`src/verilog/btac_pkg.sv`:
```
package btac_pkg;

  localparam int pc_w = 32;
  localparam int sat_w = 2;

  localparam int btb_entries = 64;
  localparam int btb_index_w = 6;

  // The index skips bit 0 of the PC.
  localparam int btb_index_lsb = 1;
  localparam int btb_tag_lsb = btb_index_lsb + btb_index_w;
  localparam int btb_tag_w = pc_w - btb_tag_lsb;

  // Stored word is {tag, target, counter}.
  localparam int entry_sat_lsb = 0;
  localparam int entry_target_lsb = entry_sat_lsb + sat_w;
  localparam int entry_tag_lsb = entry_target_lsb + pc_w;
  localparam int btb_entry_w = entry_tag_lsb + btb_tag_w;

  localparam int sat_taken_bit = 1; // Counter MSB predicts taken.

  typedef logic [pc_w-1:0] pc_t;
  typedef logic [btb_index_w-1:0] btb_index_t;
  typedef logic [btb_tag_w-1:0] btb_tag_t;
  typedef logic [sat_w-1:0] sat_t;
  typedef logic [btb_entry_w-1:0] btb_entry_t;

  function automatic btb_index_t pc_index(input pc_t pc);
    return pc[btb_index_lsb +: btb_index_w];
  endfunction

  function automatic btb_tag_t pc_tag(input pc_t pc);
    return pc[btb_tag_lsb +: btb_tag_w];
  endfunction

  function automatic btb_tag_t entry_tag(input btb_entry_t entry);
    return entry[entry_tag_lsb +: btb_tag_w];
  endfunction

  function automatic pc_t entry_target(input btb_entry_t entry);
    return entry[entry_target_lsb +: pc_w];
  endfunction

  function automatic sat_t entry_sat(input btb_entry_t entry);
    return entry[entry_sat_lsb +: sat_w];
  endfunction

  function automatic btb_entry_t make_entry(input btb_tag_t tag, input pc_t target,
                                            input sat_t sat);
    return {tag, target, sat};
  endfunction

endpackage

```
`src/verilog/btb_if.sv`:
```
`timescale 1ns/1ps

interface btb_if import btac_pkg::*; ();

  logic wen;
  btb_index_t waddr;
  btb_entry_t wdata;

  btb_index_t raddr0;
  btb_index_t raddr1;
  btb_entry_t rdata0;
  btb_entry_t rdata1;

  // Training side.
  modport write (
    output wen, waddr, wdata
  );

  // Lookup side.
  modport read (
    output raddr0, raddr1,
    input rdata0, rdata1
  );

  modport mem (
    input wen, waddr, wdata, raddr0, raddr1,
    output rdata0, rdata1
  );

endinterface

```
`src/verilog/btb_mem.sv`:
```
`timescale 1ns/1ps

module btb_mem import btac_pkg::*; (
  input logic clock,
  btb_if.mem btb
);

  // Zero counters never predict taken.
  btb_entry_t array_q [btb_entries] = '{default: '0};

  btb_index_t raddr0_q = '0;
  btb_index_t raddr1_q = '0;

  always_ff @(posedge clock) begin
    raddr0_q <= btb.raddr0;
    raddr1_q <= btb.raddr1;
    if (btb.wen) begin
      array_q[btb.waddr] <= btb.wdata;
    end
  end

  // Async read from the registered addresses.
  assign btb.rdata0 = array_q[raddr0_q];
  assign btb.rdata1 = array_q[raddr1_q];

endmodule

```
`src/verilog/btac_lookup.sv`:
```
`timescale 1ns/1ps

module btac_lookup import btac_pkg::*; (
  input logic clock,
  input logic reset,
  input pc_t get_pc0_i,
  input pc_t get_pc1_i,
  input logic stall_i,
  input logic clear_i,
  btb_if.read btb,
  output logic pred_taken0_o,
  output logic pred_taken1_o,
  output pc_t pred_taddr0_o,
  output pc_t pred_taddr1_o,
  output sat_t pred_tsat0_o,
  output sat_t pred_tsat1_o
);

  pc_t pc0_q;
  pc_t pc1_q;
  btb_index_t idx0_q;
  btb_index_t idx1_q;

  sat_t sat0;
  sat_t sat1;
  logic hit0;
  logic hit1;
  logic gate;

  // Stall does not hold the PCs, only clear does.
  always_ff @(posedge clock) begin
    if (!reset) begin
      pc0_q <= '0;
      pc1_q <= '0;
      idx0_q <= '0;
      idx1_q <= '0;
    end else if (!clear_i) begin
      pc0_q <= get_pc0_i;
      pc1_q <= get_pc1_i;
      idx0_q <= pc_index(get_pc0_i);
      idx1_q <= pc_index(get_pc1_i);
    end
  end

  // Held index is replayed during clear.
  assign btb.raddr0 = clear_i ? idx0_q : pc_index(get_pc0_i);
  assign btb.raddr1 = clear_i ? idx1_q : pc_index(get_pc1_i);

  assign sat0 = entry_sat(btb.rdata0);
  assign sat1 = entry_sat(btb.rdata1);

  assign hit0 = (entry_tag(btb.rdata0) == pc_tag(pc0_q)) && sat0[sat_taken_bit];
  assign hit1 = (entry_tag(btb.rdata1) == pc_tag(pc1_q)) && sat1[sat_taken_bit];

  assign gate = stall_i | clear_i;

  assign pred_taken0_o = hit0 & ~gate;
  assign pred_taken1_o = hit1 & ~gate;
  assign pred_taddr0_o = gate ? '0 : entry_target(btb.rdata0);
  assign pred_taddr1_o = gate ? '0 : entry_target(btb.rdata1);
  assign pred_tsat0_o = gate ? '0 : sat0; // Raw counter, tag not checked.
  assign pred_tsat1_o = gate ? '0 : sat1;

endmodule

```
`src/verilog/btac_update.sv`:
```
`timescale 1ns/1ps

module btac_update import btac_pkg::*; (
  input logic clock,
  input logic reset,
  input logic clear_i,
  input pc_t upd_pc0_i,
  input pc_t upd_npc0_i,
  input pc_t upd_addr0_i,
  input logic upd_branch0_i,
  input logic upd_jal0_i,
  input logic upd_jump0_i,
  input logic upd_taken0_i,
  input pc_t upd_taddr0_i,
  input sat_t upd_tsat0_i,
  input pc_t upd_pc1_i,
  input pc_t upd_npc1_i,
  input pc_t upd_addr1_i,
  input logic upd_branch1_i,
  input logic upd_jal1_i,
  input logic upd_jump1_i,
  input logic upd_taken1_i,
  input pc_t upd_taddr1_i,
  input sat_t upd_tsat1_i,
  btb_if.write btb,
  output logic pred_hazard0_o,
  output logic pred_hazard1_o,
  output logic pred_miss_o,
  output pc_t pred_maddr_o
);

  // Only taken outcomes train, so the counter only moves up.
  function automatic sat_t sat_inc(input sat_t sat);
    return (sat == '1) ? sat : sat_t'(sat + 1'b1);
  endfunction

  function automatic void slot_miss(
    input logic clear,
    input logic taken,
    input logic jump,
    input logic branch,
    input pc_t taddr,
    input pc_t addr,
    input pc_t npc,
    output logic hazard,
    output pc_t redirect
  );
    hazard = 1'b0;
    redirect = '0;
    if (!clear) begin
      if (taken && jump) begin
        hazard = (addr != taddr); // Wrong target.
        redirect = addr;
      end else if (taken && branch) begin
        hazard = 1'b1; // Predicted taken, fell through.
        redirect = npc;
      end else if (!taken && jump) begin
        hazard = 1'b1;
        redirect = addr;
      end
    end
  endfunction

  logic train0;
  logic train1;
  pc_t sel_pc;
  pc_t sel_addr;
  sat_t sel_tsat;

  logic hazard0;
  logic hazard1;
  pc_t redirect0;
  pc_t redirect1;

  logic miss0_q;
  logic miss1_q;
  pc_t maddr0_q;
  pc_t maddr1_q;

  assign train0 = (upd_jal0_i | upd_branch0_i) & upd_jump0_i;
  assign train1 = (upd_jal1_i | upd_branch1_i) & upd_jump1_i;

  // Slot 0 owns the single write port when it jumped.
  assign sel_pc = upd_jump0_i ? upd_pc0_i : upd_pc1_i;
  assign sel_addr = upd_jump0_i ? upd_addr0_i : upd_addr1_i;
  assign sel_tsat = upd_jump0_i ? upd_tsat0_i : upd_tsat1_i;

  assign btb.wen = ~clear_i & (train0 | train1);
  assign btb.waddr = pc_index(sel_pc);
  assign btb.wdata = make_entry(pc_tag(sel_pc), sel_addr, sat_inc(sel_tsat));

  always_comb begin
    slot_miss(clear_i, upd_taken0_i, upd_jump0_i, upd_branch0_i,
              upd_taddr0_i, upd_addr0_i, upd_npc0_i, hazard0, redirect0);
    slot_miss(clear_i, upd_taken1_i, upd_jump1_i, upd_branch1_i,
              upd_taddr1_i, upd_addr1_i, upd_npc1_i, hazard1, redirect1);
  end

  always_ff @(posedge clock) begin
    if (!reset) begin
      miss0_q <= 1'b0;
      miss1_q <= 1'b0;
      maddr0_q <= '0;
      maddr1_q <= '0;
    end else begin
      miss0_q <= hazard0;
      miss1_q <= hazard1;
      maddr0_q <= redirect0;
      maddr1_q <= redirect1;
    end
  end

  assign pred_hazard0_o = hazard0;
  assign pred_hazard1_o = hazard1;
  assign pred_miss_o = miss0_q | miss1_q;
  assign pred_maddr_o = miss0_q ? maddr0_q : maddr1_q; // Older slot first.

endmodule

```
`src/verilog/btac.sv`:
```
`timescale 1ns/1ps

module btac import btac_pkg::*; (
  input logic clock,
  input logic reset,
  input pc_t get_pc0_i,
  input pc_t get_pc1_i,
  input logic stall_i,
  input logic clear_i,
  input pc_t upd_pc0_i,
  input pc_t upd_npc0_i,
  input pc_t upd_addr0_i,
  input logic upd_branch0_i,
  input logic upd_jal0_i,
  input logic upd_jump0_i,
  input logic upd_taken0_i,
  input pc_t upd_taddr0_i,
  input sat_t upd_tsat0_i,
  input pc_t upd_pc1_i,
  input pc_t upd_npc1_i,
  input pc_t upd_addr1_i,
  input logic upd_branch1_i,
  input logic upd_jal1_i,
  input logic upd_jump1_i,
  input logic upd_taken1_i,
  input pc_t upd_taddr1_i,
  input sat_t upd_tsat1_i,
  output logic pred_taken0_o,
  output logic pred_taken1_o,
  output pc_t pred_taddr0_o,
  output pc_t pred_taddr1_o,
  output sat_t pred_tsat0_o,
  output sat_t pred_tsat1_o,
  output logic pred_hazard0_o,
  output logic pred_hazard1_o,
  output logic pred_miss_o,
  output pc_t pred_maddr_o
);

  btb_if btb ();

  btb_mem u_mem (
    .clock (clock),
    .btb (btb.mem)
  );

  // Fetch side.
  btac_lookup u_lookup (
    .clock (clock),
    .reset (reset),
    .get_pc0_i (get_pc0_i),
    .get_pc1_i (get_pc1_i),
    .stall_i (stall_i),
    .clear_i (clear_i),
    .btb (btb.read),
    .pred_taken0_o (pred_taken0_o),
    .pred_taken1_o (pred_taken1_o),
    .pred_taddr0_o (pred_taddr0_o),
    .pred_taddr1_o (pred_taddr1_o),
    .pred_tsat0_o (pred_tsat0_o),
    .pred_tsat1_o (pred_tsat1_o)
  );

  // Execute side.
  btac_update u_update (
    .clock (clock),
    .reset (reset),
    .clear_i (clear_i),
    .upd_pc0_i (upd_pc0_i),
    .upd_npc0_i (upd_npc0_i),
    .upd_addr0_i (upd_addr0_i),
    .upd_branch0_i (upd_branch0_i),
    .upd_jal0_i (upd_jal0_i),
    .upd_jump0_i (upd_jump0_i),
    .upd_taken0_i (upd_taken0_i),
    .upd_taddr0_i (upd_taddr0_i),
    .upd_tsat0_i (upd_tsat0_i),
    .upd_pc1_i (upd_pc1_i),
    .upd_npc1_i (upd_npc1_i),
    .upd_addr1_i (upd_addr1_i),
    .upd_branch1_i (upd_branch1_i),
    .upd_jal1_i (upd_jal1_i),
    .upd_jump1_i (upd_jump1_i),
    .upd_taken1_i (upd_taken1_i),
    .upd_taddr1_i (upd_taddr1_i),
    .upd_tsat1_i (upd_tsat1_i),
    .btb (btb.write),
    .pred_hazard0_o (pred_hazard0_o),
    .pred_hazard1_o (pred_hazard1_o),
    .pred_miss_o (pred_miss_o),
    .pred_maddr_o (pred_maddr_o)
  );

endmodule

```
`config.mk`:
```
export PLATFORM = sky130hd
export DESIGN_NAME = btac
export DESIGN_NICKNAME = d
export VERILOG_FILES = /design/src/verilog/btac_pkg.sv /design/src/verilog/btb_if.sv /design/src/verilog/btb_mem.sv /design/src/verilog/btac_lookup.sv /design/src/verilog/btac_update.sv /design/src/verilog/btac.sv
export SDC_FILE = /design/constraint.sdc
export NUM_CORES = 2
export LEC_CHECK = 0
export ABC_CLOCK_PERIOD_IN_PS = 5150
export BUFFER_PORTS_ARGS = -buffer_cell sky130_fd_sc_hd__buf_2
export CAP_MARGIN = 40
export CORE_ASPECT_RATIO = 0.5
export CORE_UTILIZATION = 35
export CTS_BUF_LIST = sky130_fd_sc_hd__clkbuf_16
export CTS_CLUSTER_DIAMETER = 30
export DETAILED_ROUTE_END_ITERATION = 8
export PLACE_DENSITY_LB_ADDON = 0.3
export SYNTH_ARGS = -nofsm -noshare
export SYNTH_HDL_FRONTEND = slang
export SYNTH_SLANG_ARGS = --single-unit
```
`constraint.sdc`:
```
create_clock -name clock -period 5.15 [get_ports clock]
set_input_delay 0.515 -clock clock [delete_from_list [all_inputs] [get_ports clock]]
set_output_delay 0.515 -clock clock [all_outputs]
set_load 0.05 [all_outputs]
```
==> impl_metrics.env <==
export IMPL_period_minus_slack_ns=5.684
export IMPL_coreArea_um2=515000
export IMPL_clock_sinks=3916
export IMPL_setup_viol=3
export IMPL_ant_nets=0
export IMPL_grt_max_degree=128
export IMPL_ff2ff_setup_slack_ns=3.75
export IMPL_start_util_pct=35.25
export IMPL_critical_path_class="reg -> out"
export IMPL_ys_flop_type="edfxtp_1"
export IMPL_finalInstanceArea_um2=224100
export IMPL_maxCapViolations=0
export IMPL_cts_htree_levels=6
export IMPL_area_growth_pct=23.46
export IMPL_die_x_um=1020
export IMPL_cts_tree="yes"
export IMPL_status="finished with violations"
export IMPL_syn_area_per_cell_um2=20.58
export IMPL_grt_pass1_wl_um=938200
export IMPL_ys_seq_elements=3916
export IMPL_drive_gt1_share_pct=43.43
export IMPL_worstReg2RegStart="u_lookup.pc1_q[23]$_SDFFE_PN0N_"
export IMPL_ir_worst_vdd_mv=0.2540
export IMPL_max_slew_margin_rel_pct=18.85
export IMPL_worstRegToRegCells=3
export IMPL_critPathArrivalTime_ns=5.17
export IMPL_synth_edf_count=3776
export IMPL_yosysUniqueCellTypes=77
export IMPL_cts_buffers=636
export IMPL_holdCritStartpoint="clear_i"
export IMPL_hold_path_class="in -> reg"
export IMPL_max_freq_mhz=175.9
export IMPL_cts_root_buffer_cell="clkbuf_16"
export IMPL_io_pins=441
export IMPL_wl_per_cell_um=39.49
export IMPL_ys_async_sr_fraction_pct=0
export IMPL_crit_path_end="pred_taken1_o"
export IMPL_drv_slew=0
export IMPL_postPlaceCellArea_um2=197900
export IMPL_hold_violations=0
export IMPL_critPathLaunchType="flop"
export IMPL_dieHeight_um=511.3
export IMPL_ys_seq_area_share_pct=64.01
export IMPL_fin_cells=17610
export IMPL_synth_net_count=9155
export IMPL_leakagePower_nw=71.63
export IMPL_syn_area_um2=181500
export IMPL_power_density_nw_per_um2=398.0
export IMPL_drcViolationCount=0
export IMPL_worst_slew_pin_transition_ns=1.217
export IMPL_clk_pin_slew_ns=0.06
export IMPL_clock_path_buffers=4
export IMPL_mostFrequentLayoutCells="edfxtp_1 (3776), mux4_2 (2112), clkbuf_16 (661)"
export IMPL_wl_um=695300
export IMPL_rsz0062_at_grt="yes"
export IMPL_die_area_um2=521700
export IMPL_path_max_fanout=37
export IMPL_synth_cells=8819
export IMPL_final_common_cell="edfxtp_1"
export IMPL_final_net_count=10530
export IMPL_ys_warn_count=0
export IMPL_antenna_found_initial=29
export IMPL_num_vias=111900
export IMPL_p_total_mw=89.19
export IMPL_place_gp_congestion=0.9322
export IMPL_firstDrtPassIters=6
export IMPL_violations="negative setup slack"
export IMPL_critical_path_endpoint_type="primary output"
export IMPL_post_drt_via_cell_ratio=6.356
export IMPL_grt_pass1_vias=111200
export IMPL_track_usage_pct=25.98
export IMPL_rows=186
export IMPL_worstReg2RegEnd="u_lookup.pc1_q[23]$_SDFFE_PN0N_"
export IMPL_finalWorstSetupSlack_ns=-0.5342
export IMPL_finClkSkew_ns=0.02583
export IMPL_io_buffer_count=436
export IMPL_overflow=0
export IMPL_hpwl_um=395800
export IMPL_fin_tns_setup_ns=-1.007
export IMPL_drt_iter0_markers=18240
export IMPL_period_share_pct=110.4
export IMPL_place_inst=16110
export IMPL_cp_required_ns=4.64
export IMPL_insertion_delay_ns=0.97
-- state kept, by name, summed over array words and instances (netlist names), named ones only --
| signal | flops |
|---|---|
| u_lookup.idx1_q | 6 |
| u_update.maddr1_q | 32 |
| u_lookup.pc0_q | 25 |
| u_update.maddr0_q | 32 |
| u_lookup.idx0_q | 6 |
| u_update.miss0_q | 1 |
| u_mem.array_q | 3776 |
| u_lookup.pc1_q | 25 |
| u_update.miss1_q | 1 |
-- per-layer routing --
layer  global-route usage, %  share of wire [%]
met5                       0             0.0059
met1                   35.29                 38
met2                   40.45                 46
met4                   11.89                5.3
met3                   5.355                 11
-- cell families (layout without fill, tap and decap cells) --
| kind of cell | after synthesis | count (layout) | synth area share (%) |
|---|---|---|---|
| XOR/XNOR | 94 | 94 | 0.4535 |
| multiplexers | 2576 | 2576 | 28.84 |
| AO/OA/AOI/OAI | 600 | 600 | 2.363 |
| buffers and inverters | 727 | 2634 | 1.890 |
| flip-flops | 3916 | 3916 | 64.01 |
| AND/OR/NAND/NOR | 906 | 906 | 2.445 |
| other | 0 | 19 | 0 |
-- power breakdown --
group / leakage, nW / internal (mW) / switching (mW)
logic: 26.3 / 4.37 / 5.67
clock network: 10.7 / 27.2 / 16.3
registers: 34.7 / 35.4 / 0.207
total: 71.6 / 67.0 / 22.2
-- per-stage QoR --
| step | hold WS, ns | utilization [%] | setup WS (ns) |
|---|---|---|---|
| after floorplan | 0.4438 | - | 0.2628 |
| after global placement | 0.4524 | 38.27 | -0.4154 |
| after detailed placement | 0.4572 | 38.42 | -0.4108 |
| after CTS | 0.0005244 | 43.41 | -0.5711 |
| after global routing | 0.04079 | 43.51 | -0.5125 |
| final | 0.05019 | 43.52 | -0.5342 |
-- cells in the mapped netlist (all sizes together), types with 8 or more instances --
master,instances,share of area [%]
edfxtp,3776,62
mux4,2112,26
buf,407,1.2
mux2i,345,1.9
nand2,311,0.64
clkbuf,268,0.55
nor2,161,0.33
dfxtp,140,1.5
a22oi,123,0.51
mux2,119,0.74
nor2b,111,0.38
a21oi,94,0.26
o21ai,70,0.19
nand3,63,0.17
xor2,56,0.27
inv,51,0.11
nand2b,51,0.18
o22ai,50,0.17
and3,48,0.17
a311oi,45,0.22
xnor2,38,0.18
and2,36,0.12
nor4,31,0.12
a221oi,30,0.15
nand4,29,0.10
nor3,28,0.077
o221ai,25,0.12
a31oi,20,0.069
a211oi,17,0.070
o211ai,16,0.066
a22o,13,0.063
a32oi,9,0.043
a2111oi,8,0.039
o22a,8,0.039
o32ai,8,0.039
or3,8,0.028
-- how the worst min path moves through the flow --
stage	end	slack (ns)	cells after the start
global placement	flop	0.45	1
floorplan	flop	0.44	1
finish	u_lookup.pc0_q[30]$_SDFFE_PN0N_	0.05	3
CTS	u_lookup.pc0_q[23]$_SDFFE_PN0N_	0.0005	3
detailed placement	flop	0.46	1
global route	flop	0.04	2
-- repair_timing --
action	CTS	global route
setup endpoints to repair	65	20
hold buffers	207	0
endpoints found under the hold margin	146	0
cloned	21	5
pin swaps	14	16
resized for setup	123	47
buffers inserted	55	17
-- worst max-delay path, stage by stage, from the launching register on --
cell      delay, ns
dfxtp_4        0.58
buf_12         0.34
nand2b_1       0.41
buf_4          0.31
o221ai_1       0.19
a21oi_1        0.17
o32ai_1        0.18
or4_1          0.45
a22oi_1        0.20
nand4_1        0.39
buf_4          0.30
nor4_4         0.21
buf_4          0.22
buf_12         0.14
-- layout make-up --
cell class	instances	area (µm²)
Multi-Input combinational cell	4176	62980
Timing Repair Buffer	1411	14230
Sequential cell	3916	116200
Antenna cell	19	47.55
Fill cell	43920	290900
Clock buffer	656	16420
Tap cell	6862	8586
Inverter	52	242.7
Clock inverter	515	5373
Power figures use the tool's default switching activity.
